==> src/include/zmem_defines.svh <==
`ifndef ZMEM_DEFINES_SVH
`define ZMEM_DEFINES_SVH

// word address made of page[7:0] and za[13:1]
`define ZMEM_WADDR_W 21

// word address bits kept by the simulated dram array
// upper page bits alias onto lower ones
`define ZMEM_RAM_AW 16

// screen area read by the video fetcher
// page 5 word 0 in the paged word address space
`define VID_BASE_WADDR 21'h00A000
`define VID_WORDS 32

// slots between two video requests
// must be at least 2 so the cpu always gets a slot in between
`define VID_PERIOD_SLOTS 4

`endif
==> src/hw/zmem_pkg.sv <==
`include "zmem_defines.svh"

package zmem_pkg;

	// z80 clock speed select
	typedef enum logic [1:0] {
		TURBO_3M5 = 2'd0,
		TURBO_7M  = 2'd1,
		TURBO_14M = 2'd2
	} turbo_e;

	// z80 bus lines as seen by the memory manager
	// control lines are active high here
	typedef struct packed {
		logic [15:0] za;
		logic [7:0]  zd_in;
		logic        mreq;
		logic        iorq;
		logic        rd;
		logic        wr;
		logic        m1;
	} zbus_t;

	// one dram slot request
	// wrbsel picks the byte lane of a write, 0 is the low byte
	typedef struct packed {
		logic [`ZMEM_WADDR_W-1:0] waddr;
		logic                     rnw;
		logic [7:0]               wrdata;
		logic                     wrbsel;
	} dram_req_t;

	// owner of the slot in flight
	typedef enum logic [1:0] {
		OWN_IDLE  = 2'd0,
		OWN_VIDEO = 2'd1,
		OWN_CPU   = 2'd2
	} slot_owner_e;

	// one-hot slot phase
	typedef struct packed {
		logic c3;
		logic c2;
		logic c1;
		logic c0;
	} slot_phase_t;

	// wait state machine of the 14 MHz mode
	typedef enum logic [1:0] {
		ST_IDLE = 2'd0,
		ST_CYC  = 2'd1,
		ST_FIN  = 2'd2
	} stall_st_e;

endpackage

==> src/hw/zclk_gen.sv <==
module zclk_gen import zmem_pkg::*; (
	input  logic        fclk,
	input  logic        rst,
	input  turbo_e      turbo,
	input  logic        cpu_stall,
	output slot_phase_t phase,
	output logic        zpos,
	output logic        zneg
);

	logic [3:0] ring;
	logic [2:0] div;
	logic [2:0] div_nxt;
	logic       pos_nxt;
	logic       neg_nxt;

	// slot ring runs free and ignores stall
	always_ff @(posedge fclk)
	begin
		if (rst)
			ring <= 4'b0001;
		else
			ring <= {ring[2:0], ring[3]};
	end

	assign phase = ring;

	// z80 half-period divider
	assign div_nxt = div + 3'd1;

	// edge decode of the next divider value
	always_comb
	begin
		case (turbo)
			TURBO_14M:
			begin
				// one fclk per half period
				pos_nxt = (div_nxt[0] == 1'b0);
				neg_nxt = (div_nxt[0] == 1'b1);
			end
			TURBO_7M:
			begin
				pos_nxt = (div_nxt[1:0] == 2'd0);
				neg_nxt = (div_nxt[1:0] == 2'd2);
			end
			default:
			begin
				// 3.5 MHz uses the whole counter
				pos_nxt = (div_nxt == 3'd0);
				neg_nxt = (div_nxt == 3'd4);
			end
		endcase
	end

	// strobes are registered so stall never loops back into them
	always_ff @(posedge fclk)
	begin
		if (rst)
		begin
			div  <= 3'd0;
			zpos <= 1'b0;
			zneg <= 1'b0;
		end
		else if (cpu_stall)
		begin
			// freeze z80 clock where it stands
			zpos <= 1'b0;
			zneg <= 1'b0;
		end
		else
		begin
			div  <= div_nxt;
			zpos <= pos_nxt;
			zneg <= neg_nxt;
		end
	end

endmodule

==> config.mk <==
export PLATFORM = sky130hd
export DESIGN_NAME = zclk_gen
export DESIGN_NICKNAME = d
export VERILOG_FILES = /design/src/hw/zmem_pkg.sv /design/src/hw/zclk_gen.sv
export VERILOG_INCLUDE_DIRS = /design/src /design/src/include
export SDC_FILE = /design/constraint.sdc
export NUM_CORES = 1
export LEC_CHECK = 0
export CORE_AREA = 2 2 39 41
export DETAILED_ROUTE_END_ITERATION = 6
export DIE_AREA = 0 0 41 43
export DONT_BUFFER_PORTS = 1
export GPL_TIMING_DRIVEN = 1
export PLACE_DENSITY_LB_ADDON = 0.12
export SYNTH_ARGS = -nofsm -noshare
export SYNTH_HDL_FRONTEND = slang
export SYNTH_SLANG_ARGS = --single-unit
==> constraint.sdc <==
create_clock -name fclk -period 1.2 [get_ports fclk]
set_clock_uncertainty 0.05 [all_clocks]
set_input_delay 0.24 -clock fclk [delete_from_list [all_inputs] [get_ports fclk]]
set_output_delay 0.24 -clock fclk [all_outputs]
set_load 0.02 [all_outputs]
* Word-level counts from Yosys, hierarchy flattened
Index checks and enable logic that the tools add are counted.
** Storage, ports and cells
- Memories :: 0
- Memory bits (read-only) :: 0
- Register bits after elaboration :: 9
- Bits of input ports :: 5
- Word-level logic and storage cells :: 15
- Bits in writable memories :: 0
- Output and inout port bits :: 6
- Bits in latches :: 0
** Operators by class
- Shifts and indexed selects :: 0
- Multipliers :: 0
- Add/subtract/negate cells :: 1
- Magnitude comparators :: 0
- Mux-type cells :: 2
- Equality and inequality tests :: 4
- Divide/modulo/power cells :: 0
- Reduce and logical (&&, ||, !) cells :: 3
- Bitwise logic cells :: 1
** Operator list (number)
- 2-bit equality test (second input constant) :: 2
- 1-bit case mux with 2 select lines :: 2
- 3-bit by 1-bit adder with 3-bit output (second input constant) :: 1
- 3-bit equality test (second input constant) :: 1
- 3-bit logical NOT :: 1
- 2-bit by 1-bit equality test with 1-bit output (second input constant) :: 1
- 2-bit logical NOT :: 1
- 2-bit OR reduction :: 1
- 1-bit inverter :: 1

* Logic depth before layout (Yosys ltp)
- Depth after elaboration :: 3
- Depth in mapped cells :: 5
- Gate-level depth less buffers :: 5

* Worst setup path after synthesis
Ideal clock, no wire load.
- Path type :: input-to-reg
- Start :: in turbo[0]
- End :: reg zneg
- Library setup time :: 0.069 ns
- Data required time :: 1.081 ns
- Arrival :: 1.037 ns
- Path buffers :: 0
- Stages :: 4
- Path slack :: 0.044 ns
- Cells stage by stage :: inv_1 ha_1 or3_1 o21ai_1
** Between the ends
- Cells in the longest elaborated chain, start to end :: 2
- Elaborated cells between the ends (all ways) :: 3
- Those cells by class :: 2 x eq/ne; 1 x mux
** Ends and longest elaborated chain
- from (decl) :: RTL line zclk_gen.sv:4 : input turbo_e turbo,
- 2-bit by 1-bit equality test with 1-bit output / 2-bit equality test (equally long branches) :: RTL line zclk_gen.sv:34 : case (turbo)
- 1-bit case mux with 2 select lines (*) :: RTL line zclk_gen.sv:34
- to (signal assigned) :: RTL line zclk_gen.sv:74 : zneg <= neg_nxt;
- to (decl) :: RTL line zclk_gen.sv:8 : output logic zneg
Mark *: on every way between the ends. The rest lies on a longest branch, timed or not.
A chain may end at the register's enable or synchronous reset.

* Worst setup path in the final report
- Start :: reg div[1]
- End :: reg zneg
** Between the ends
- Cells in the longest elaborated chain, start to end :: 3
- Elaborated cells between the ends (all ways) :: 4
- Those cells by class :: 1 x add/sub; 2 x eq/ne; 1 x mux
** Ends and longest elaborated chain
- from (decl) :: RTL line zclk_gen.sv:12 : logic [2:0] div;
- from (signal assigned) :: RTL line zclk_gen.sv:72 : div <= div_nxt;
- 3-bit by 1-bit adder with 3-bit output (*) :: RTL line zclk_gen.sv:29 : assign div_nxt = div + 3'd1;
- 3-bit equality test / 2-bit equality test (equally long branches) :: RTL line zclk_gen.sv:50, zclk_gen.sv:44
- 1-bit case mux with 2 select lines (*) :: RTL line zclk_gen.sv:34
Marked as above.

==> results.cfg <==
[layout]
final_cells = 61
n_fill_cell = 149
finish.utilization_pct = 32.55
final_cell_mix = 9 x dfxtp_1, 5 x nor2_1, 5 x ha_1, 4 x inv_1
layout-drive-gt1-share_pct = 15.56
nets = 56
final_common_cell = dfxtp_1
syn2layout_area_growth_pct = 16.88
antennaDiodeCount = 0

[route]
drc = 0
top_layer_used = met4
met1Wirelength_microns = 296
dr_wl_met2_microns = 302
wl_per_cell_microns = 11.28
drt-initial-drc-count = 3
viasPerCell = 4.656
met3_length_microns = 56
first_pass_iters = 2
antenna_left = 0
routed_wl_microns = 688
via_count = 284

[run]
drv_cap = 0

[timing]
fin_tns_setup_ns = 0
setup_viol = 0
slew_viol_final = 0
worst_pin_slew_ns = 0.2384
hold_ws_ns = 0.02731
hold_viol = 0
fmax_ghz = 0.9126
post-route-min-period_ns = 1.096
grt_setup_unrepaired = no
period_share_pct = 91.31
max-slew-margin-rel_pct = 84.09

[setup_path]
cp_max_fo = 4
path_buf_inv = 0
critPathRequiredTime_ns = 1.35
critical_path.cell_chain = ha_1, xor2_1, nand4_1, o21ai_1
cp_top_family = flip-flops
cp_data_arrival_time_ns = 1.24
critPathKind = flop to flop
start_kind = flop
crit_slowest_cell = dfxtp_1
r2r_slack_ns = 0.10
crit_path_end_kind = flop
cp_slowest_stage_delay_ns = 0.38
crit_cells = 4
reg2reg_depth = 4

[die]
fp.dieArea_sq_um = 1763
die_x_microns = 41
pin_count = 11
fp.dieH_microns = 43
start_util_pct = 27.85
core-area_sq_um = 1384
rows = 14

[synth]
synthesis.yosys.warnings = 0
synthAdderAreaFrac_pct = 16.23
synthCells = 39
synth_compound_area_share_pct = 8.117
synthMuxAreaShare_pct = 0
synth_area_sq_um = 385.4
yosys.area_share.simple_pct = 18.18
ys_seq_area_share_pct = 46.75
ys_ff_latch = 9
synth.avg_cell_area_sq_um = 9.881
syn_nets = 49
yosysUniqueCellTypes = 16
synth-xor-area-share_pct = 6.818
synth_top_family_by_area = simple AND/OR/NAND/NOR gates

[power_and_ir_drop]
p_leak_nw = 0.2070
power.total_uw = 628.7
power.density_nw_per_um2 = 1396
irDropWorstVdd_mv = 0.6242

[hold_path]
hp-class = input pin to flop
worstHoldPathCells = 1

[cts]
cts_buffers = 3
cts.sinks = 9
cts_buffer_depth = 2
post_cts_buffers = 0
insertion_delay_ns = 0.26
cts_tree = done
path_clk_slew_ns = 0.07
cts-root-buf = clkbuf_4
cts-htree-levels = 1

[placed_design]
place.gp.congestion = 0.6200
dp_cells = 56
place.port_buffers = 0
hpwl_microns = 521.1

[global_routing]
grt_pass1_wl_microns = 1131
grt_pass1_vias = 270
grt_max_degree = 7
grt_usage_pct = 10.85
grt_overflow_total = 0
grt_antenna_before_repair = 0

[status]
outcome = finished clean
==> worst paths after layout <==
kind	startpoint	to
max	div[1]	zneg
min reg2reg	div[2]	div[2]
min	rst	phase[0]
max reg2reg	div[1]	zneg
==> stage by stage <==
| step | area, sq um | setup slack, ns |
|---|---|---|
| 4_1_cts | 450.4 | 0.09790 |
| 6_report | 450.4 | 0.1042 |
| 2_1_floorplan | 385.4 | 0.04438 |
| 3_3_place_gp | 412.9 | 0.03018 |
| 3_5_place_dp | 412.9 | -0.006513 |
| 5_1_grt | 450.4 | 0.01046 |
==> layer usage <==
metal | vias to the layer above | global-route usage [%]
li1 | 142 | -
met2 | 13 | 11.88
met1 | 125 | 12.26
met3 | 4 | 7.330
met4 | 0 | 12.00
met5 | - | 0
==> kinds of logic (layout without fill, tap and decap cells) <==
family | after synthesis | count (layout)
XOR/XNOR | 3 | 3
adder cells (fa/ha/maj) | 5 | 5
flip-flops | 9 | 9
AO/OA/AOI/OAI | 5 | 5
AND/OR/NAND/NOR | 13 | 13
buffers and inverters | 4 | 10
==> synth_stat cells <==
| master | count | share of area [%] |
|---|---|---|
| a22oi_1 | 2 | 3.9 |
| xor2_1 | 2 | 4.5 |
| a21oi_1 | 1 | 1.3 |
| and2b_2 | 1 | 2.3 |
| ha_1 | 5 | 16 |
| dfxtp_1 | 9 | 47 |
| o22ai_1 | 1 | 1.6 |
| or2_2 | 1 | 1.6 |
| or3_1 | 1 | 1.6 |
| xnor2_1 | 1 | 2.3 |
| inv_1 | 4 | 3.9 |
| nand4_1 | 1 | 1.6 |
| nor2b_1 | 3 | 4.9 |
| o21ai_1 | 1 | 1.3 |
| nand3_1 | 1 | 1.3 |
| nor2_1 | 5 | 4.9 |
==> registers in the layout (all words and copies together) (netlist names) <==
register	count
zpos	1
phase	4
zneg	1
div	3
==> power breakdown <==
group | switching, mW | total (mW) | internal, mW | leakage, nW
Combinational | 0.0293 | 0.0593 | 0.0300 | 0.115
Clock | 0.113 | 0.236 | 0.123 | 0.0177
Sequential | 0.0195 | 0.333 | 0.314 | 0.0739
==> worst register-to-register path: stages, from the launching register on <==
cell and delay [ns]:
dfxtp_1 0.38, ha_1 0.20, xor2_1 0.21, nand4_1 0.12, o21ai_1 0.09
==> layout make-up <==
type | count | area [sq um] | area share (%)
Multi-Input combinational cell | 26 | 190.2 | 42.22
Sequential cell | 9 | 180.2 | 40.00
Clock buffer | 3 | 22.52 | 5.000
Tap cell | 16 | 20.02 | 4.444
Timing Repair Buffer | 2 | 17.52 | 3.889
Inverter | 4 | 15.01 | 3.333
Clock inverter | 1 | 5.005 | 1.111
==> timing repair <==
action                    4_1_cts  5_1_grt
hold endpoints to repair        6        0
hold buffers                    1        0
gates resized for setup         0        0
Note: power is estimated with default switching activity, not from simulation.
