--- src/include/zmem_defines.svh ---
`ifndef ZMEM_DEFINES_SVH
`define ZMEM_DEFINES_SVH

// word address made of page[7:0] and za[13:1]
`define ZMEM_WADDR_W 21

// word address bits kept by the simulated dram array
// upper page bits alias onto lower ones
`define ZMEM_RAM_AW 16

// screen area read by the video fetcher
// page 5 word 0 in the paged word address space
`define VID_BASE_WADDR 21'h00A000
`define VID_WORDS 32

// slots between two video requests
// must be at least 2 so the cpu always gets a slot in between
`define VID_PERIOD_SLOTS 4

`endif
--- src/hw/zmem_pkg.sv ---
`include "zmem_defines.svh"

package zmem_pkg;

	// z80 clock speed select
	typedef enum logic [1:0] {
		TURBO_3M5 = 2'd0,
		TURBO_7M  = 2'd1,
		TURBO_14M = 2'd2
	} turbo_e;

	// z80 bus lines as seen by the memory manager
	// control lines are active high here
	typedef struct packed {
		logic [15:0] za;
		logic [7:0]  zd_in;
		logic        mreq;
		logic        iorq;
		logic        rd;
		logic        wr;
		logic        m1;
	} zbus_t;

	// one dram slot request
	// wrbsel picks the byte lane of a write, 0 is the low byte
	typedef struct packed {
		logic [`ZMEM_WADDR_W-1:0] waddr;
		logic                     rnw;
		logic [7:0]               wrdata;
		logic                     wrbsel;
	} dram_req_t;

	// owner of the slot in flight
	typedef enum logic [1:0] {
		OWN_IDLE  = 2'd0,
		OWN_VIDEO = 2'd1,
		OWN_CPU   = 2'd2
	} slot_owner_e;

	// one-hot slot phase
	typedef struct packed {
		logic c3;
		logic c2;
		logic c1;
		logic c0;
	} slot_phase_t;

	// wait state machine of the 14 MHz mode
	typedef enum logic [1:0] {
		ST_IDLE = 2'd0,
		ST_CYC  = 2'd1,
		ST_FIN  = 2'd2
	} stall_st_e;

endpackage

--- src/hw/zmem.sv ---
`include "zmem_defines.svh"

module zmem import zmem_pkg::*; (
	input  logic        fclk,
	input  logic        rst,
	input  slot_phase_t phase,
	input  logic        zpos,
	input  logic        zneg,
	input  zbus_t       zbus,
	input  turbo_e      turbo,
	input  logic [7:0]  page,
	input  logic        rw_en,
	input  logic        romnram,
	input  logic        dos_on,
	output logic [7:0]  zd_out,
	output logic        zd_ena,
	output logic        romoe_n,
	output logic        romwe_n,
	output logic        csrom,
	output logic        cpu_req,
	output dram_req_t   cpu_req_d,
	input  logic [15:0] cpu_rddata,
	input  logic        cpu_next,
	input  logic        cpu_strobe,
	output logic        cpu_stall
);

	logic                     is14;
	logic                     ramreq;
	logic                     ramrd;
	logic                     ramwr;
	logic                     opfetch;
	logic [`ZMEM_WADDR_W-1:0] cur_waddr;
	logic                     cache_hit;
	logic                     mreq_n_q;
	logic                     cyc_beg;
	logic                     dram_beg;
	logic                     stall14_ini;
	logic                     stall14;
	stall_st_e                st14;
	logic                     pend;
	logic                     rnw_q;
	logic                     ramrd_q;
	logic                     ramwr_q;
	logic                     req357;
	logic                     io_q;
	logic                     cache_kill;
	logic                     cache_valid;
	logic [`ZMEM_WADDR_W-1:0] cache_tag;
	logic [15:0]              rd_buf;

	// bus decode
	assign is14    = (turbo == TURBO_14M);
	assign ramreq  = zbus.mreq & ~romnram;
	assign ramrd   = ramreq & zbus.rd;
	assign ramwr   = ramreq & zbus.wr;
	assign opfetch = ramrd & zbus.m1;

	// rom strobes, csrom is positive polarity
	// rw_en only unlocks rom writes
	assign csrom   = romnram;
	assign romoe_n = ~(zbus.mreq & zbus.rd & romnram);
	assign romwe_n = ~(zbus.mreq & zbus.wr & romnram & rw_en);
	assign zd_ena  = ramrd;

	// paged word address and one-word cache lookup
	assign cur_waddr = {page, zbus.za[13:1]};
	assign cache_hit = cache_valid && (cache_tag == cur_waddr);

	// mreq rise seen at z80 negative edge
	always_ff @(posedge fclk)
	begin
		if (rst)
			mreq_n_q <= 1'b1;
		else if (zneg)
			mreq_n_q <= ~zbus.mreq;
	end

	assign cyc_beg  = zneg & mreq_n_q & zbus.mreq;
	// cache hits never reach dram
	assign dram_beg = is14 & cyc_beg & ((ramrd & ~cache_hit) | ramwr);

	// wait tables in 14 MHz mode
	// reads hold until the slot is granted, then until the data is back
	// fetches get one more cycle than plain reads
	// writes wait only for a free cpu slot
	assign stall14_ini = dram_beg & (~cpu_next | ramrd);

	always_ff @(posedge fclk)
	begin
		if (rst)
			st14 <= ST_IDLE;
		else
		begin
			case (st14)
				ST_IDLE:
					if (dram_beg && ramrd)
						st14 <= (cpu_next && phase.c3) ? ST_FIN : ST_CYC;
				ST_CYC:
					// granted at this c3
					if (cpu_next && phase.c3)
						st14 <= ST_FIN;
				ST_FIN:
					// rd_buf loads at the c2 edge
					if (opfetch ? phase.c3 : phase.c2)
						st14 <= ST_IDLE;
				default:
					st14 <= ST_IDLE;
			endcase
		end
	end

	assign stall14 = stall14_ini | (ramwr ? ~cpu_next : (st14 == ST_CYC)) | (st14 == ST_FIN);

	// request held past dram_beg until granted
	always_ff @(posedge fclk)
	begin
		if (rst)
			pend <= 1'b0;
		else if (cpu_next && phase.c3)
			pend <= 1'b0;
		else if (dram_beg)
			pend <= 1'b1;
	end

	always_ff @(posedge fclk)
	begin
		if (dram_beg)
			rnw_q <= ~ramwr;
	end

	// slow modes issue one request per rising ram read or write
	// history updates at c3 once the request went out
	always_ff @(posedge fclk)
	begin
		if (rst)
		begin
			ramrd_q <= 1'b0;
			ramwr_q <= 1'b0;
		end
		else if (phase.c3 && !cpu_stall)
		begin
			ramrd_q <= ramrd;
			ramwr_q <= ramwr;
		end
	end

	assign req357 = (ramrd & ~ramrd_q) | (ramwr & ~ramwr_q);

	assign cpu_stall = is14 ? stall14 : (req357 & ~cpu_next);
	assign cpu_req   = is14 ? (pend | dram_beg) : req357;

	always_comb
	begin
		cpu_req_d.waddr  = cur_waddr;
		cpu_req_d.rnw    = (is14 && !dram_beg) ? rnw_q : ~ramwr;
		cpu_req_d.wrdata = zbus.zd_in;
		cpu_req_d.wrbsel = zbus.za[0];
	end

	// cache drops on rom cycles, ram writes, io rise and dos switch
	assign cache_kill = (cyc_beg & romnram) | (cyc_beg & ramwr)
		| (zpos & zbus.iorq & ~io_q) | dos_on;

	always_ff @(posedge fclk)
	begin
		if (rst)
		begin
			io_q        <= 1'b0;
			cache_valid <= 1'b0;
		end
		else
		begin
			if (zpos)
				io_q <= zbus.iorq;
			if (cache_kill)
				cache_valid <= 1'b0;
			else if (cpu_strobe)
				cache_valid <= 1'b1;
		end
	end

	// read word and its tag
	always_ff @(posedge fclk)
	begin
		if (cpu_strobe)
		begin
			rd_buf    <= cpu_rddata;
			cache_tag <= cur_waddr;
		end
	end

	// odd za takes the high byte
	assign zd_out = zbus.za[0] ? rd_buf[15:8] : rd_buf[7:0];

endmodule

--- config.mk ---
export PLATFORM = sky130hd
export DESIGN_NAME = zmem
export DESIGN_NICKNAME = d
export VERILOG_FILES = /design/src/hw/zmem_pkg.sv /design/src/hw/zmem.sv
export VERILOG_INCLUDE_DIRS = /design/src /design/src/include
export SDC_FILE = /design/constraint.sdc
export NUM_CORES = 1
export LEC_CHECK = 0
export ABC_CLOCK_PERIOD_IN_PS = 2700
export BUFFER_PORTS_ARGS = -buffer_cell sky130_fd_sc_hd__buf_2
export CAP_MARGIN = 0
export CORE_MARGIN = 2
export CORE_UTILIZATION = 40
export DETAILED_ROUTE_END_ITERATION = 8
export HOLD_SLACK_MARGIN = 0.12
export PLACE_DENSITY = 0.72
export SLEW_MARGIN = 20
export SYNTH_ARGS = -nofsm -noshare
export SYNTH_HDL_FRONTEND = slang
export SYNTH_SLANG_ARGS = --single-unit
--- constraint.sdc ---
create_clock -name fclk -period 2.7 [get_ports fclk]
set_clock_uncertainty 0.05 [all_clocks]
set_input_delay 0.54 -clock fclk [delete_from_list [all_inputs] [get_ports fclk]]
set_output_delay 0.54 -clock fclk [all_outputs]
set_load 0.01 [all_outputs]
Word-level counts from Yosys, hierarchy flattened
Cells that the tools add are included.
- flip-flop bits (word level): 46
- output and inout port bits: 45
- logic and storage cells: 80
- equal/unequal tests: 7
- multiplexer cells: 11
- bitwise gates (word level): 41
- reduce and logical (&&, ||, !) cells: 11
- operators with widths (kind ; number):
    $and A1 B1 Y1 ; 22
    $eq A21 B21 Y1 ; 1
    $not A1 Y1 ; 10
    $or A1 B1 Y1 ; 9
    $mux W2 ; 4
    $mux W8 ; 1
    $ne A2 B2 Y1 const B ; 3
    $pmux W2 S3 ; 1
    $logic_and A1 B1 Y1 ; 5
    $mux W1 ; 5
    $eq A2 B2 Y1 const B ; 2
    $reduce_or A2 Y1 ; 2
    $reduce_and A3 Y1 ; 1
    $eq A2 B1 Y1 const B ; 1
    $logic_not A1 Y1 ; 2
    $logic_not A2 Y1 ; 1

Logic depth before layout (Yosys ltp)
- word-level depth: 12
- gate-level depth with buffers: 7

Worst setup path before layout
No wires, ideal clock.
- path kind: in2out
- start: input port zbus[1] (netlist bit)
- end: output port cpu_req_d[9] (netlist bit)
- arrival time: 1.917 ns
- required time: 2.110 ns
- setup slack: 0.193 ns
- stages: 7
- path buffers: 0
- path through: and3b_1 -> inv_1 -> nand4_1 -> nor4_1 -> a21o_1 -> and2_1 -> mux2_2
- RTL lines (item ; RTL line ; source):
    from (decl) ; zmem.sv:9 ; input zbus_t zbus,
    to (decl) ; zmem.sv:21 ; output dram_req_t cpu_req_d,

==> flow_summary.json <==
{
  "holdBufCountCts": 0,
  "run_status": "finished, violations left",
  "final.hold.worst_slack_ns": 0.361,
  "finalSetupViolations": 1,
  "ys_ff_latch": 46,
  "internal_power_of_the_cells_mw": 1.22,
  "grt_first_pass_wirelength_mm": 6.73,
  "timing.final.max_slew_violations": 0,
  "peakVddDrop_uv": 316,
  "syn_nets": 236,
  "critPathSlowestCell": "sky130_fd_sc_hd__mux2_4",
  "cp_common_cell": "sky130_fd_sc_hd__buf_6",
  "required_arrival_time_at_the_worst_endpoint_ns": 2.11,
  "p_switching_mw": 0.349,
  "core_area_um2": 5200,
  "cp_max_fo": 2,
  "routed-via-count": 1522,
  "tritoncts": "done",
  "timing.critical_path.from_type": "primary input",
  "cp-end-kind": "output pin",
  "numCtsBuffers": 5,
  "criticalPathCategory": "in2out",
  "avgSynthCellArea_um2": 13.1,
  "share_of_layout_cells_above_drive_strength_1_pct": 53.3,
  "layout_min_cycle_time_ns": 2.72,
  "ant_diodes": 0,
  "power_mw": 1.57,
  "number_of_antenna_violations_at_the_first_check_in_global_routing": 0,
  "fp-row-count": 26,
  "synth.yosys.seq_area_share_pct": 59.3,
  "leakagePower_nw": 1.23,
  "violations": "negative setup slack",
  "cts.sinks": 46,
  "crit_start": "zbus[4]",
  "globalplace.congestion": 0.778,
  "cts_root_buf": "sky130_fd_sc_hd__clkbuf_8",
  "top_flip_flop_cell_by_instance_count_after_synthesis": "sky130_fd_sc_hd__edfxtp_1",
  "number_of_buffers_and_inverters_on_the_critical_path": 4,
  "num_io_pins": 113,
  "clock_transition_at_path_regs_ns": 0.09,
  "die_h_um": 78.1,
  "die_w_um": 78.1,
  "period_share_pct": 101,
  "synth_cell_type_count": 35,
  "post-dp-hpwl_mm": 3.06,
  "cts-root-to-sink-buffers": 2,
  "synth_area_um2": 2190,
  "setup_slack_ns": -0.0192,
  "crit_path_cell_trace": "buf_6 > and3b_1 > inv_2 > nand4_1 > nor4_2 > buf_4 > a21o_1 > and2_4 > mux2_4 > buf_6",
  "power.clock.fraction_pct": 32.1,
  "route.antenna.remaining_nets": 0,
  "fin_nets": 326,
  "drcViolationCount": 0,
  "syn-instance-count": 168,
  "finalHoldViolations": 0,
  "clock_tree.htree_level_count": 2,
  "max_slew_margin_pct": 45.3,
  "synthesis.yosys.warnings": 0,
  "timing.fmax_ghz": 0.368,
  "port_buffers": 92,
  "drt-vias-per-instance": 4.63,
  "groute.usage.overall_pct": 14.0,
  "drt_pre_antenna_iters": 4,
  "total_die_area_um2": 6090,
  "share_comb_of_total_power_pct": 14.6,
  "grt_start_max_net_pins": 39,
  "worstPathArrival_ns": 2.13,
  "worst_hold_path_type": "in2reg",
  "setup_repair_after_global_routing_missed_its_margin": "true",
  "post_synth_edffs": 38,
  "seq_power_share_pct": 53.4,
  "overflow": 0,
  "max_cap_violation_count": 0,
  "first_iter_violations": 36,
  "power_density_nw_per_um2": 552,
  "number_of_global_route_vias_before_repair": 1524,
  "r2r-start": "cache_tag[7]$_DFFE_PP_",
  "drt_wl_total_mm": 4.18,
  "switching_share_pct": 22.3,
  "slowest_delay_ns": 0.30,
  "worst_path_dominant_cell_family": "simple AND/OR/NAND/NOR gates",
  "clock_insertion_delay_worst_skew_ns": 0.30,
  "floorplan.initialDensity_pct": 42.2,
  "synthToLayoutAreaGrowth_pct": 29.5,
  "share_of_async_settable_or_async_resettable_flops_after_synthesis_pct": 0,
  "wl_per_cell_um": 12.7,
  "timing.hold.worst.start": "cpu_rddata[7]",
  "fillers": 474,
  "timing_worst_slew_pin_value_ns": 0.821
}
==> layer usage <==
layer / global-route usage (%) / part of all wire, % / vias to the layer above
met5: 0 / 0 / -
met4: 6.67 / 1.6 / 0
met3: 2.30 / 4.8 / 8
met2: 24.9 / 52 / 50
met1: 16.4 / 41 / 708
li1: - / - / 756
==> cells by family after synthesis <==
logic type	after synthesis	synth area share, %
AO/OA/AOI/OAI	16	5.42
XOR/XNOR	21	8.38
buffers and inverters	38	11.8
flip-flops	46	59.3
multiplexers	11	5.64
AND/OR/NAND/NOR	36	9.46
==> path summary, 6_finish.rpt <==
check	slack (ns)	cells after the start	to
worst max register to register	0.77	7	ramwr_q$_SDFFE_PP0P_
worst max-delay path	-0.02	10	cpu_req_d[9]
worst min-delay path	0.36	1	rd_buf[7]$_DFFE_PP_
worst min register to register	0.43	2	io_q$_SDFFE_PP0P_
==> timing repair <==
action,4_1_cts,5_1_grt
pin swaps,5,2
setup buffers,6,1
endpoints found under the setup margin,2,3
gates cloned,0,0
gates resized for setup,6,5
==> synthesized netlist by cell type, types with 2 or more instances <==
cell / n / area, um^2
sky130_fd_sc_hd__xnor2_1: 18 / 158
sky130_fd_sc_hd__edfxtp_1: 38 / 1140
sky130_fd_sc_hd__a21oi_1: 3 / 15.0
sky130_fd_sc_hd__mux2_2: 9 / 101
sky130_fd_sc_hd__xor2_1: 3 / 26.3
sky130_fd_sc_hd__o21ai_0: 2 / 10.0
sky130_fd_sc_hd__nand4_1: 7 / 43.8
sky130_fd_sc_hd__buf_4: 31 / 233
sky130_fd_sc_hd__mux2_1: 2 / 22.5
sky130_fd_sc_hd__nand2_1: 4 / 15.0
sky130_fd_sc_hd__o211a_1: 2 / 20.0
sky130_fd_sc_hd__inv_1: 5 / 18.8
sky130_fd_sc_hd__nor2_1: 6 / 22.5
sky130_fd_sc_hd__nand2b_1: 4 / 25.0
sky130_fd_sc_hd__dfxtp_1: 8 / 160
sky130_fd_sc_hd__nor2b_1: 3 / 18.8
sky130_fd_sc_hd__clkbuf_1: 2 / 7.51
sky130_fd_sc_hd__and3_1: 3 / 18.8
sky130_fd_sc_hd__nor4_1: 2 / 12.5
==> area by class of cell <==
type / count / area (um^2) / share of cell area (%)
clock buffers: 6 / 72.6 / 2.55
clock inverters: 2 / 37.5 / 1.32
inverters: 5 / 18.8 / 0.660
multi-input cells: 84 / 666 / 23.4
flip-flops and latches: 46 / 1300 / 45.8
well taps: 70 / 87.6 / 3.08
repair buffers: 116 / 659 / 23.2
==> sequential cells by signal, summed over array words and instances, names as in the netlist <==
signal / count
st14: 2
ramrd_q: 1
pend: 1
io_q: 1
cache_tag: 21
cache_valid: 1
rd_buf: 16
ramwr_q: 1
mreq_n_q: 1
rnw_q: 1
==> layout by cell type, fill, tap and decap left out, types with 2 or more instances in the layout <==
master and instances:
sky130_fd_sc_hd__buf_2 89, sky130_fd_sc_hd__edfxtp_1 38, sky130_fd_sc_hd__buf_4 24, sky130_fd_sc_hd__xnor2_1 17, sky130_fd_sc_hd__mux2_2 8, sky130_fd_sc_hd__dfxtp_1 8
sky130_fd_sc_hd__nand4_1 7, sky130_fd_sc_hd__nor2_1 6, sky130_fd_sc_hd__clkbuf_8 5, sky130_fd_sc_hd__inv_1 4, sky130_fd_sc_hd__nand2b_1 4, sky130_fd_sc_hd__nand2_1 4
sky130_fd_sc_hd__xor2_1 3, sky130_fd_sc_hd__and3_1 3, sky130_fd_sc_hd__buf_6 3, sky130_fd_sc_hd__nor2b_1 2, sky130_fd_sc_hd__o211a_1 2, sky130_fd_sc_hd__a21oi_1 2
sky130_fd_sc_hd__o21ai_0 2, sky130_fd_sc_hd__mux2_1 2
==> power groups by stage <==
stage	clock network, mW	logic (mW)	registers, mW
finish	0.504	0.228	0.837
detailed placement	0	0.216	0.854
global route	0.549	0.249	0.843
CTS	0.524	0.227	0.837
global placement	0	0.212	0.850
floorplan	0	0.131	0.850
==> stage by stage <==
stage | cells | instance area, um^2 | setup TNS (ns) | setup WS, ns | util (%)
floorplan | 168 | 2190 | 0 | 0.193 | -
global placement | 314 | 2630 | -0.100 | -0.100 | 50.5
detailed placement | 314 | 2630 | -0.123 | -0.121 | 50.5
CTS | 328 | 2820 | -0.0139 | -0.0139 | 54.1
global route | 329 | 2840 | -0.345 | -0.154 | 54.6
finish | 329 | 2840 | -0.0192 | -0.0192 | 54.6
Power figures use the tool's default switching activity.
