===== src/include/zmem_defines.svh =====
`ifndef ZMEM_DEFINES_SVH
`define ZMEM_DEFINES_SVH

// word address made of page[7:0] and za[13:1]
`define ZMEM_WADDR_W 21

// word address bits kept by the simulated dram array
// upper page bits alias onto lower ones
`define ZMEM_RAM_AW 16

// screen area read by the video fetcher
// page 5 word 0 in the paged word address space
`define VID_BASE_WADDR 21'h00A000
`define VID_WORDS 32

// slots between two video requests
// must be at least 2 so the cpu always gets a slot in between
`define VID_PERIOD_SLOTS 4

`endif

===== src/hw/zmem_pkg.sv =====
`include "zmem_defines.svh"

package zmem_pkg;

	// z80 clock speed select
	typedef enum logic [1:0] {
		TURBO_3M5 = 2'd0,
		TURBO_7M  = 2'd1,
		TURBO_14M = 2'd2
	} turbo_e;

	// z80 bus lines as seen by the memory manager
	// control lines are active high here
	typedef struct packed {
		logic [15:0] za;
		logic [7:0]  zd_in;
		logic        mreq;
		logic        iorq;
		logic        rd;
		logic        wr;
		logic        m1;
	} zbus_t;

	// one dram slot request
	// wrbsel picks the byte lane of a write, 0 is the low byte
	typedef struct packed {
		logic [`ZMEM_WADDR_W-1:0] waddr;
		logic                     rnw;
		logic [7:0]               wrdata;
		logic                     wrbsel;
	} dram_req_t;

	// owner of the slot in flight
	typedef enum logic [1:0] {
		OWN_IDLE  = 2'd0,
		OWN_VIDEO = 2'd1,
		OWN_CPU   = 2'd2
	} slot_owner_e;

	// one-hot slot phase
	typedef struct packed {
		logic c3;
		logic c2;
		logic c1;
		logic c0;
	} slot_phase_t;

	// wait state machine of the 14 MHz mode
	typedef enum logic [1:0] {
		ST_IDLE = 2'd0,
		ST_CYC  = 2'd1,
		ST_FIN  = 2'd2
	} stall_st_e;

endpackage


===== src/hw/video_fetch.sv =====
`include "zmem_defines.svh"

module video_fetch import zmem_pkg::*; (
	input  logic                     fclk,
	input  logic                     rst,
	input  slot_phase_t              phase,
	output logic                     vid_req,
	output logic [`ZMEM_WADDR_W-1:0] vid_waddr,
	input  logic                     vid_next,
	input  logic                     vid_strobe,
	input  logic [15:0]              vid_rddata,
	output logic [15:0]              vid_data,
	output logic                     vid_valid
);

	localparam int CNT_W = $clog2(`VID_PERIOD_SLOTS);
	localparam int OFS_W = $clog2(`VID_WORDS);
	localparam logic [CNT_W-1:0] CNT_LAST = CNT_W'(`VID_PERIOD_SLOTS - 1);
	localparam logic [OFS_W-1:0] OFS_LAST = OFS_W'(`VID_WORDS - 1);

	logic [CNT_W-1:0] slot_cnt;
	logic [OFS_W-1:0] ofs;

	// slot counter paces the requests
	// request stays up for one slot and is granted at its c3
	always_ff @(posedge fclk)
	begin
		if (rst)
		begin
			slot_cnt <= '0;
			vid_req  <= 1'b0;
		end
		else if (phase.c3)
		begin
			slot_cnt <= (slot_cnt == CNT_LAST) ? '0 : slot_cnt + 1'b1;
			if (vid_req && vid_next)
				vid_req <= 1'b0;
			else if (slot_cnt == CNT_LAST)
				vid_req <= 1'b1;
		end
	end

	// screen offset steps once the word is back
	always_ff @(posedge fclk)
	begin
		if (rst)
			ofs <= '0;
		else if (vid_strobe)
			ofs <= (ofs == OFS_LAST) ? '0 : ofs + 1'b1;
	end

	assign vid_waddr = `VID_BASE_WADDR + {{(`ZMEM_WADDR_W - OFS_W){1'b0}}, ofs};

	// fetched word with a one-cycle valid
	always_ff @(posedge fclk)
	begin
		if (vid_strobe)
			vid_data <= vid_rddata;
	end

	always_ff @(posedge fclk)
	begin
		if (rst)
			vid_valid <= 1'b0;
		else
			vid_valid <= vid_strobe;
	end

endmodule


===== config.mk =====
export PLATFORM = sky130hd
export DESIGN_NAME = video_fetch
export DESIGN_NICKNAME = d
export VERILOG_FILES = /design/src/hw/zmem_pkg.sv /design/src/hw/video_fetch.sv
export VERILOG_INCLUDE_DIRS = /design/src /design/src/include
export SDC_FILE = /design/constraint.sdc
export NUM_CORES = 1
export LEC_CHECK = 0
export ABC_AREA = 1
export ABC_CLOCK_PERIOD_IN_PS = 1600
export CAP_MARGIN = 20
export CORE_MARGIN = 8
export CORE_UTILIZATION = 55
export DETAILED_ROUTE_END_ITERATION = 7
export DONT_BUFFER_PORTS = 1
export PLACE_DENSITY = 0.81
export SLEW_MARGIN = 40
export SYNTH_ARGS = -nofsm -noshare
export SYNTH_HDL_FRONTEND = slang
export SYNTH_SLANG_ARGS = --single-unit

===== constraint.sdc =====
create_clock -name fclk -period 1.6 [get_ports fclk]
set_input_delay 0.08 -clock fclk [delete_from_list [all_inputs] [get_ports fclk]]
set_output_delay 0.08 -clock fclk [all_outputs]
set_load 0.02 [all_outputs]

# [Word-level counts from Yosys, hierarchy flattened]
# Index checks and enable logic that the tools add are counted.
# Widths: inputs -> output; s select.
[totals] input_bits=24 rom_bits=0 memories=0 word_cells=17 ram_bits=0 latchBits=0 reg_bits=25
[classes] eq_ne=2 shift=0 multipliers=0 muxes=4 n_lt_le_gt_ge=0 bitwise_logic=0 n_addsub=3 div=0 n_reduce_logical=3
[ops] op="$add 16x5->17 const A" n=1
[ops] op="$add 5x1->5 const B" n=1
[ops] op="$eq 5x5->1 const B" n=1
[ops] op="$mux 5" n=1
[ops] op="$add 2x1->2 const B" n=1
[ops] op="$eq 2x2->1 const B" n=1
[ops] op="$mux 1" n=2
[ops] op="$mux 2" n=1
[ops] op="$reduce_and 2->1" n=1
[ops] op="$reduce_bool 2->1" n=1
[ops] op="$logic_and 1x1->1" n=1

# [Depth between registers and ports, before layout]
# Gate-level depths: netlist (run 1).
[depth] ltp_word=3 depth_mapped=7 ltp_nobuf=7

# [Worst setup path before layout (run 1)]
# No wires, ideal clock.
[synth_timing] path_type="register to register" startpoint="reg ofs[0]" endpoint="reg ofs[4]" arrival_time_ps=1226 setup_time_ps=116 required_time_ps=1484 slack_ps=259 stages_incl_launch_ff=7 period_less_slack_ps=1341 path_buffers=0 cell_sequence="dfxtp_1 > ha_1 > nand2_1 > nor2_1 > ha_1 > nor2_1 > nor2_1"
[synth_between] elab_chain_len=2 elab_cells_between_ends=3 classes_between="add/sub: 1; eq/ne: 1; mux: 1"
[synth_rtl] item="from (decl)" line_no="video_fetch.sv:22" text="logic [OFS_W-1:0] ofs;"
[synth_rtl] item="from (signal assigned)" line_no="video_fetch.sv:49" text="ofs <= (ofs == OFS_LAST) ? '0 : ofs + 1'b1;"
[synth_rtl] item="$add 5x1->5 / $eq 5x5->1 (equally long branches)" line_no="video_fetch.sv:49"
[synth_rtl] item="$mux 5 (*)" line_no="video_fetch.sv:49"
# Every way passes the cells marked *; elsewhere a longest branch is shown, timed or not.
# A chain may end at the register's enable or synchronous reset.

==> impl_metrics.py, run 1 <==
metrics = {
    "synthesis": {
        "ys_async_sr_fraction": 0,
        "yosysWarnings": 0,
        "synthesis.area_um2": 1020,
        "yosys.area.top_type": "edfxtp_1",
        "ys_top_cells_by_count": "16 x buf_4, 16 x edfxtp_1, 11 x nand2_1",
        "postSynthAreaPerCell_um2": 11.6,
        "synth_top_cell_area_share": 0.472,
        "yosysSeqAreaShare": 0.649,
        "synth-edff-count": 16,
        "ys_top_cells_by_area": "edfxtp_1 47%, dfxtp_1 18%, buf_4 12%",
        "synth_cells": 88,
        "ys_ff_latch": 25,
        "ys_types": 15,
        "ys.flop_type": "edfxtp_1",
    },
    "drt": {
        "routed_wl_mm": 2.32,
        "drtPass1Iterations": 4,
        "via_per_inst": 4.64,
        "drt_iter0_drc": 25,
        "vias": 663,
        "drc_errors": 0,
        "wl_per_cell_um": 16.2,
        "detail-route-antenna-nets": 0,
    },
    "placed_design": {
        "place.gp.congestion": 0.712,
        "portBuffers": 0,
        "dp.cells": 115,
        "placed_area_um2": 1010,
        "post-dp-hpwl_mm": 1.57,
    },
    "floorplanning": {
        "start_util": 0.589,
        "die_h_um": 59.0,
        "fp-row-count": 15,
        "core-area_um2": 1730,
        "io_pins": 63,
        "die_w_um": 59.0,
        "die_area_um2": 3480,
    },
    "worst_setup_path": {
        "endpoint": "ofs[4]",
        "path_class": "in -> reg",
        "crit_cells": 5,
        "r2r_slack_ns": 0.27,
        "slowest_delay_ns": 0.58,
        "path_cells": "dlygate4sd3_1, inv_1, o21ai_0, dlygate4sd3_1, nor2_1",
        "critPathMostFrequentCell": "dlygate4sd3_1",
        "path_delay_family": "buffers and inverters",
        "cp_max_fo": 7,
        "endpoint_kind": "flip-flop",
        "crit_arrival_ns": 1.59,
        "critPathLaunch": "rst",
        "cp-start-kind": "input port",
        "worst-path-buf-inv": 3,
        "required_ns": 1.85,
        "rr_worst_depth": 3,
        "reg2reg_from": "ofs[4]",
        "crit_slowest_cell": "dlygate4sd3_1",
        "worstReg2RegEnd": "ofs[4]",
    },
    "clock_tree": {
        "numCtsBuffers": 3,
        "cts_setup_buffers": 0,
        "clock-sinks": 25,
        "clockBufferDepth": 2,
        "tritoncts": "built",
        "cts_root_buf": "clkbuf_4",
        "insertion_delay_ns": 0.30,
        "htreeDepth": 1,
        "clk_pin_slew_worst_paths_ns": 0.13,
    },
    "finish": {
        "antennaDiodeCount": 0,
        "fin_area_um2": 1270,
        "fin_cells": 143,
        "syn_to_final_growth_pct": 25.2,
        "layout-drive-gt1-share": 0.110,
        "final_core_utilization": 0.738,
        "nNetsFinal": 147,
    },
    "sta": {
        "rsz0062_at_grt": "no",
        "whs_ns": 0.0432,
        "hold_violations": 0,
        "setup_viol": 0,
        "min_period_over_period": 0.839,
        "slew_viol_final": 0,
        "skew_ns": 0.00619,
        "setup_tns_ns": 0,
        "fin_crit_ns": 1.34,
        "fmax_mhz": 745,
    },
    "power": {
        "power-per-cell-area_nw_per_um2": 949,
        "p_leak_nw": 0.540,
        "peakVddDrop_mv": 0.612,
    },
    "status": {
        "status": "finished, final reports clean",
    },
    "worst_hold_path": {
        "min_path_type": "in -> reg",
    },
    "global_routing": {
        "track_usage": 0.135,
        "grt_pass1_wl_mm": 3.57,
        "grt_max_degree": 20,
        "antenna_found_initial": 0,
        "overflow": 0,
        "grt_pass1_vias": 755,
    },
    "job": {
        "drv_cap": 0,
    },
}
[cells in the final DEF, fill, tap and decap left out, types with 3 or more instances in the layout]
cell and count:
clkbuf_4 3, dfxtp_1 9, conb_1 16, nor2_1 9, buf_4 4, inv_1 5
o21ai_0 4, edfxtp_1 16, a21oi_1 5, ha_1 4, dlygate4sd3_1 23, nand2_1 11
[worst min-delay path by stage]
stage	end	from	cells after the start	slack (ns)
6_report	ofs[2]	vid_strobe	4	0.04
5_1_grt	ofs[2]	vid_strobe	3	0.04
4_1_cts	ofs[2]	vid_strobe	3	0.02
3_5_place_dp	vid_valid	rst	1	0.16
3_3_place_gp	vid_valid	rst	1	0.16
2_1_floorplan	vid_valid	rst	1	0.15
[layout make-up]
class                           instances  area (um2)
Clock inverter                          1        5.00
Tap cell                               25        31.3
Timing Repair Buffer                   28         265
Clock buffer                            3        22.5
Multi-Input combinational cell         55         267
Inverter                                6        22.5
Sequential cell                        25         661
Fill cell                             121         453
[metal layers]
layer  GRT usage  vias to the layer above  wire length [um]
met2       0.237                       54              1110
met1       0.136                      287               894
met4      0.0580                        0                65
met5           0                        -                 0
li1            -                      316                 -
met3      0.0586                        6               252
[per-stage QoR]
step	setup WS, ns	power [mW]
6_report	0.257	1.21
5_1_grt	0.144	1.26
2_1_floorplan	0.259	0.909
4_1_cts	0.223	1.21
3_5_place_dp	0.362	0.902
3_3_place_gp	0.404	0.897
[tightest hold or removal path, stage by stage]
cell and delay [ns]:
nand2_1 0.05, nand2_1 0.05, o21ai_0 0.08, nor2_1 0.05
[state kept, by name, indices dropped and copies added (netlist names)]
| register | flops |
|---|---|
| vid_data | 16 |
| ofs | 5 |
| slot_cnt | 2 |
| vid_req | 1 |
| vid_valid | 1 |
[power breakdown]
part           internal, mW  switching, mW  total (mW)  leakage (nW)
Sequential            0.737         0.0680       0.805         0.231
Clock                0.0931          0.167       0.260        0.0177
Combinational        0.0581         0.0856       0.144         0.291
Total                 0.888          0.321        1.21         0.540
[logic make-up (layout without fill, tap and decap cells)]
kind of cell / after synthesis / in the layout / synth area share
adder cells (fa/ha/maj): 4 / 4 / 0.0492
other: 2 / 16 / 0.00738
AO/OA/AOI/OAI: 9 / 9 / 0.0443
AND/OR/NAND/NOR: 26 / 26 / 0.109
buffers and inverters: 22 / 38 / 0.140
flip-flops: 25 / 25 / 0.649
[timing repair]
action                     in CTS  in global routing
setup endpoints to repair       0                  0
hold buffers                   24                  0
resized for setup               0                  0
hold endpoints to repair       40                  0
Power figures use the tool's default switching activity.
==> run 2, diff against run 1 <==
--- a/config.mk
+++ b/config.mk
@@ -7,13 +7,13 @@
 export NUM_CORES = 1
 export LEC_CHECK = 0
 export ABC_AREA = 1
-export ABC_CLOCK_PERIOD_IN_PS = 1600
+export ABC_CLOCK_PERIOD_IN_PS = 1100
 export CAP_MARGIN = 20
 export CORE_MARGIN = 8
-export CORE_UTILIZATION = 55
+export CORE_UTILIZATION = 53
 export DETAILED_ROUTE_END_ITERATION = 7
 export DONT_BUFFER_PORTS = 1
-export PLACE_DENSITY = 0.81
+export PLACE_DENSITY = 0.82
 export SLEW_MARGIN = 40
 export SYNTH_ARGS = -nofsm -noshare
 export SYNTH_HDL_FRONTEND = slang
==> constraint.sdc (replaced) <==
create_clock -name fclk -period 1.1 [get_ports fclk]
set_input_delay 0.055 -clock fclk [delete_from_list [all_inputs] [get_ports fclk]]
set_output_delay 0.055 -clock fclk [all_outputs]
set_load 0.02 [all_outputs]
==> impl_metrics.py, run 2 (synthesis results as in run 1) <==
metrics = {
    "sta": {
        "skew_ns": 0.00501,
        "fin_crit_ns": 1.16,
        "whs_ns": -0.145,
        "setup_viol": 5,
        "setup_tns_ns": -0.152,
        "min_period_over_period": 1.06,
        "setup_slack_ns": -0.0642,
        "hold_violations": 19,
        "slew_viol_final": 0,
        "rsz0062_at_grt": "yes",
        "fmax_mhz": 859,
    },
    "worst_setup_path": {
        "cp-start-kind": "flip-flop",
        "worst-path-buf-inv": 0,
        "endpoint_kind": "flip-flop",
        "r2r_slack_ns": -0.06,
        "path_class": "reg -> reg",
        "reg2reg_from": "ofs[0]",
        "cp_max_fo": 2,
        "rr_worst_depth": 7,
        "worstReg2RegEnd": "ofs[3]",
        "path_cells": "ha_4, nand2_4, nor2_4, ha_2, a21oi_2, nand2_1, nor2_1",
        "crit_arrival_ns": 1.41,
        "crit_slowest_cell": "dfxtp_4",
        "required_ns": 1.35,
        "slowest_delay_ns": 0.37,
        "path_delay_family": "flip-flops",
    },
    "finish": {
        "regMostFlops": "vid_data",
        "fin_cells": 145,
        "layout-drive-gt1-share": 0.203,
        "largest_register_ff_count": 16,
        "syn_to_final_growth_pct": 30.9,
        "reg_top3": "vid_data x16, ofs x5, slot_cnt x2",
        "final_cell_mix": "23 x dlygate4sd3_1, 16 x conb_1, 16 x edfxtp_1, 10 x nand2_1",
        "nNetsFinal": 147,
        "antennaDiodeCount": 0,
        "final_core_utilization": 0.707,
        "fin_area_um2": 1330,
        "layout_commonest_cell": "dlygate4sd3_1",
    },
    "global_routing": {
        "overflow": 0,
        "antenna_found_initial": 0,
        "grt_util_met2": 0.198,
        "grt_max_degree": 23,
        "busiest_layer": "met2",
        "met3_usage": 0.0344,
        "grt_pass1_wl_mm": 3.26,
        "track_usage": 0.121,
        "grt_pass1_vias": 673,
        "met1_usage": 0.142,
    },
    "clock_tree": {
        "clock-sinks": 25,
        "cts_setup_buffers": 0,
        "numCtsBuffers": 3,
        "htreeDepth": 1,
        "clk_pin_slew_worst_paths_ns": 0.13,
        "insertion_delay_ns": 0.30,
        "clockBufferDepth": 2,
        "cts_root_buf": "clkbuf_4",
        "tritoncts": "built",
    },
    "drt": {
        "detail-route-antenna-nets": 0,
        "via_per_inst": 4.46,
        "routed_wl_mm": 2.12,
        "drt_iter0_drc": 7,
        "vias": 646,
        "wl_per_cell_um": 14.6,
        "drc_errors": 0,
        "drtPass1Iterations": 4,
    },
    "job": {
        "drv_cap": 0,
    },
    "power": {
        "power_frac_seq": 0.667,
        "swShare": 0.258,
        "p_total_mw": 1.75,
        "combPwrFrac": 0.116,
        "power-per-cell-area_nw_per_um2": 1320,
        "p_int_mw": 1.30,
        "peakVddDrop_mv": 0.695,
        "p_clk_frac": 0.217,
        "p_leak_nw": 0.550,
        "p_sw_mw": 0.453,
    },
    "status": {
        "failed_checks": "negative hold slack, negative setup slack",
        "status": "finished, violations left",
    },
    "floorplanning": {
        "io_pins": 63,
        "die_area_um2": 3580,
        "fp-row-count": 16,
        "core-area_um2": 1880,
        "die_w_um": 59.8,
        "start_util": 0.541,
        "die_h_um": 59.8,
    },
    "worst_hold_path": {
        "min_path_type": "in -> reg",
        "whs_path_depth": 0,
        "hold_end": "vid_data[3]",
        "min_from": "vid_strobe",
    },
    "placed_design": {
        "dp.cells": 118,
        "placed_area_um2": 1050,
        "portBuffers": 0,
        "place.gp.congestion": 0.727,
        "post-dp-hpwl_mm": 1.49,
    },
}
run 2: cell count changes in the layout (fill, tap and decap cells not counted), sizes merged:
| cell | delta |
|---|---|
| clkinv | -1 |
| clkinvlp | +1 |
run 2: final cells by class:
class                      instances  area [um2]
clock buffer                       3        22.5
clock inverter                     1        7.51
fill                             142         551
inverter                           6        22.5
multi-input combinational         55         309
sequential                        25         668
tap                               27        33.8
timing repair buffer              28         268
run 2: per-layer routing:
| layer | vias up | part of all wire |
|---|---|---|
| li1 | 318 | - |
| met3 | 2 | 0.10 |
| met1 | 289 | 0.40 |
| met5 | - | 0 |
| met2 | 37 | 0.49 |
| met4 | 0 | 0.014 |
run 2: how the worst max path moves through the flow:
| stage | from | end | slack [ns] | depth (start not counted) |
|---|---|---|---|---|
| after global placement | ofs[1] | ofs[0] | -0.03 | 7 |
| after CTS | ofs[1] | ofs[3] | -0.05 | 7 |
| after detailed placement | ofs[1] | ofs[3] | -0.06 | 7 |
| after global routing | ofs[0] | ofs[3] | -0.13 | 7 |
| final | ofs[0] | ofs[3] | -0.06 | 7 |
| after floorplan | ofs[1] | ofs[4] | -0.06 | 6 |
run 2: stage by stage:
| stage | setup slack [ns] | hold slack, ns |
|---|---|---|
| after global placement | -0.0269 | 0.132 |
| after global routing | -0.134 | -0.170 |
| after floorplan | -0.0612 | 0.128 |
| after CTS | -0.0453 | -0.160 |
| final | -0.0642 | -0.145 |
| after detailed placement | -0.0593 | 0.136 |
run 2: what timing repair did:
| action | in CTS | in global routing |
|---|---|---|
| gates resized for setup | 4 | 3 |
| hold buffers | 22 | 1 |
| endpoints found under the setup margin | 5 | 5 |
| pin swaps | 2 | 4 |
| hold endpoints to repair | 41 | 19 |
run 2: power groups by stage:
stage	clock (mW)	combinational, mW	sequential, mW
after floorplan	0	0.133	1.19
after global placement	0	0.124	1.19
after CTS	0.402	0.194	1.17
after global routing	0.433	0.226	1.18
after detailed placement	0	0.127	1.19
final	0.381	0.203	1.17
==> run 3, diff against run 2 <==
--- a/config.mk
+++ b/config.mk
@@ -7,13 +7,13 @@
 export NUM_CORES = 1
 export LEC_CHECK = 0
 export ABC_AREA = 1
-export ABC_CLOCK_PERIOD_IN_PS = 1100
+export ABC_CLOCK_PERIOD_IN_PS = 1490
 export CAP_MARGIN = 20
 export CORE_MARGIN = 8
-export CORE_UTILIZATION = 53
+export CORE_UTILIZATION = 55
 export DETAILED_ROUTE_END_ITERATION = 7
 export DONT_BUFFER_PORTS = 1
-export PLACE_DENSITY = 0.82
+export PLACE_DENSITY = 0.81
 export SLEW_MARGIN = 40
 export SYNTH_ARGS = -nofsm -noshare
 export SYNTH_HDL_FRONTEND = slang
==> constraint.sdc (replaced) <==
create_clock -name fclk -period 1.49 [get_ports fclk]
set_input_delay 0.0745 -clock fclk [delete_from_list [all_inputs] [get_ports fclk]]
set_output_delay 0.0745 -clock fclk [all_outputs]
set_load 0.02 [all_outputs]
==> impl_metrics.py, run 3 (synthesis results as in run 1) <==
metrics = {
    "floorplanning": {
        "fp-row-count": 15,
        "start_util": 0.589,
        "io_pins": 63,
        "die_w_um": 59.0,
        "core-area_um2": 1730,
        "die_area_um2": 3480,
        "die_h_um": 59.0,
    },
    "global_routing": {
        "grt_pass1_vias": 714,
        "grt_util_met2": 0.229,
        "track_usage": 0.133,
        "antenna_found_initial": 0,
        "grt_max_degree": 20,
        "busiest_layer": "met2",
        "grt_pass1_wl_mm": 3.48,
        "overflow": 0,
        "met3_usage": 0.0564,
        "met1_usage": 0.142,
    },
    "placed_design": {
        "dp.cells": 115,
        "portBuffers": 0,
        "place.gp.congestion": 0.712,
        "post-dp-hpwl_mm": 1.58,
    },
    "sta": {
        "hold_violations": 0,
        "skew_ns": 0.00563,
        "rsz0062_at_grt": "no",
        "fin_crit_ns": 1.37,
        "setup_viol": 0,
        "min_period_over_period": 0.923,
        "setup_tns_ns": 0,
        "slew_viol_final": 0,
        "fmax_mhz": 727,
    },
    "worst_setup_path": {
        "r2r_slack_ns": 0.12,
        "cp_max_fo": 4,
        "cp-start-kind": "flip-flop",
        "required_ns": 1.74,
        "path_class": "reg -> reg",
        "endpoint_kind": "flip-flop",
        "crit_arrival_ns": 1.63,
        "slowest_delay_ns": 0.57,
        "path_cells": "o21ai_0, dlygate4sd3_1, nor2_1",
        "crit_slowest_cell": "dlygate4sd3_1",
    },
    "clock_tree": {
        "htreeDepth": 1,
        "clock-sinks": 25,
        "hold_buffers": 24,
        "numCtsBuffers": 3,
        "clockBufferDepth": 2,
        "clk_pin_slew_worst_paths_ns": 0.13,
        "cts_root_buf": "clkbuf_4",
        "ctsResizeCount": 0,
        "cts_setup_buffers": 0,
        "insertion_delay_ns": 0.30,
        "tritoncts": "built",
    },
    "drt": {
        "via_per_inst": 4.73,
        "vias": 676,
        "routed_wl_mm": 2.36,
        "drt_iter0_drc": 27,
        "drc_errors": 0,
        "detail-route-antenna-nets": 0,
        "wl_per_cell_um": 16.5,
        "drtPass1Iterations": 4,
    },
    "finish": {
        "largest_register_ff_count": 16,
        "final_cell_mix": "23 x dlygate4sd3_1, 16 x conb_1, 16 x edfxtp_1, 11 x nand2_1",
        "layout-drive-gt1-share": 0.110,
        "fill_cells": 128,
        "syn_to_final_growth_pct": 25.2,
        "nNetsFinal": 147,
        "regMostFlops": "vid_data",
        "antennaDiodeCount": 0,
        "fin_cells": 143,
        "layout_commonest_cell": "dlygate4sd3_1",
        "reg_top3": "vid_data x16, ofs x5, slot_cnt x2",
    },
    "power": {
        "peakVddDrop_mv": 0.684,
        "p_leak_nw": 0.540,
        "power-per-cell-area_nw_per_um2": 1020,
        "p_total_mw": 1.30,
    },
    "worst_hold_path": {
        "min_path_type": "in -> reg",
    },
    "job": {
        "drv_cap": 0,
    },
    "status": {
        "status": "finished, final reports clean",
    },
}
==> run 3: worst paths after layout <==
| check | startpoint | endpoint | cells after the start |
|---|---|---|---|
| worst max register to register | ofs[4] | ofs[4] | 3 |
| worst min-delay path | vid_strobe | ofs[2] | 3 |
| worst min register to register | slot_cnt[0] | slot_cnt[0] | 2 |
| worst max-delay path | ofs[4] | ofs[4] | 3 |
==> run 3: per-stage QoR <==
stage                      util  worst slack [ns]  hold WS, ns  instance area (um2)
final                     0.738             0.115       0.0247                 1270
after global routing      0.738            0.0348       0.0384                 1270
after CTS                 0.741             0.124       0.0111                 1280
after detailed placement  0.586             0.245        0.153                 1010
after global placement    0.586             0.294        0.152                 1010
after floorplan               -             0.149        0.148                 1070
==> run 3: cell type report <==
class | instances | area (um2) | share of cell area
clock buffer | 3 | 22.5 | 0.0177
clock inverter | 1 | 5.00 | 0.00393
inverter | 6 | 22.5 | 0.0177
multi-input combinational | 55 | 267 | 0.209
sequential | 25 | 661 | 0.519
tap | 25 | 31.3 | 0.0246
timing repair buffer | 28 | 265 | 0.208
==> run 3: worst max-delay path, delay by kind of cell, from the launching register on <==
kind | cells | cell delay, ns
compound gates | 1 | 0.12
buf+inv | 1 | 0.57
simple gates | 1 | 0.09
flops | 1 | 0.54
==> run 3: layer usage <==
| layer | share of wire | routed length (um) | up-vias |
|---|---|---|---|
| met5 | 0 | 0 | - |
| met2 | 0.49 | 1140 | 50 |
| met1 | 0.39 | 928 | 306 |
| met3 | 0.11 | 260 | 4 |
| met4 | 0.011 | 25 | 0 |
| li1 | - | - | 316 |
==> run 3: power by group <==
group / switching [mW] / total, mW / internal (mW)
Sequential: 0.0727 / 0.864 / 0.791
Combinational: 0.0945 / 0.158 / 0.0631
Clock: 0.179 / 0.279 / 0.100
Total: 0.347 / 1.30 / 0.955
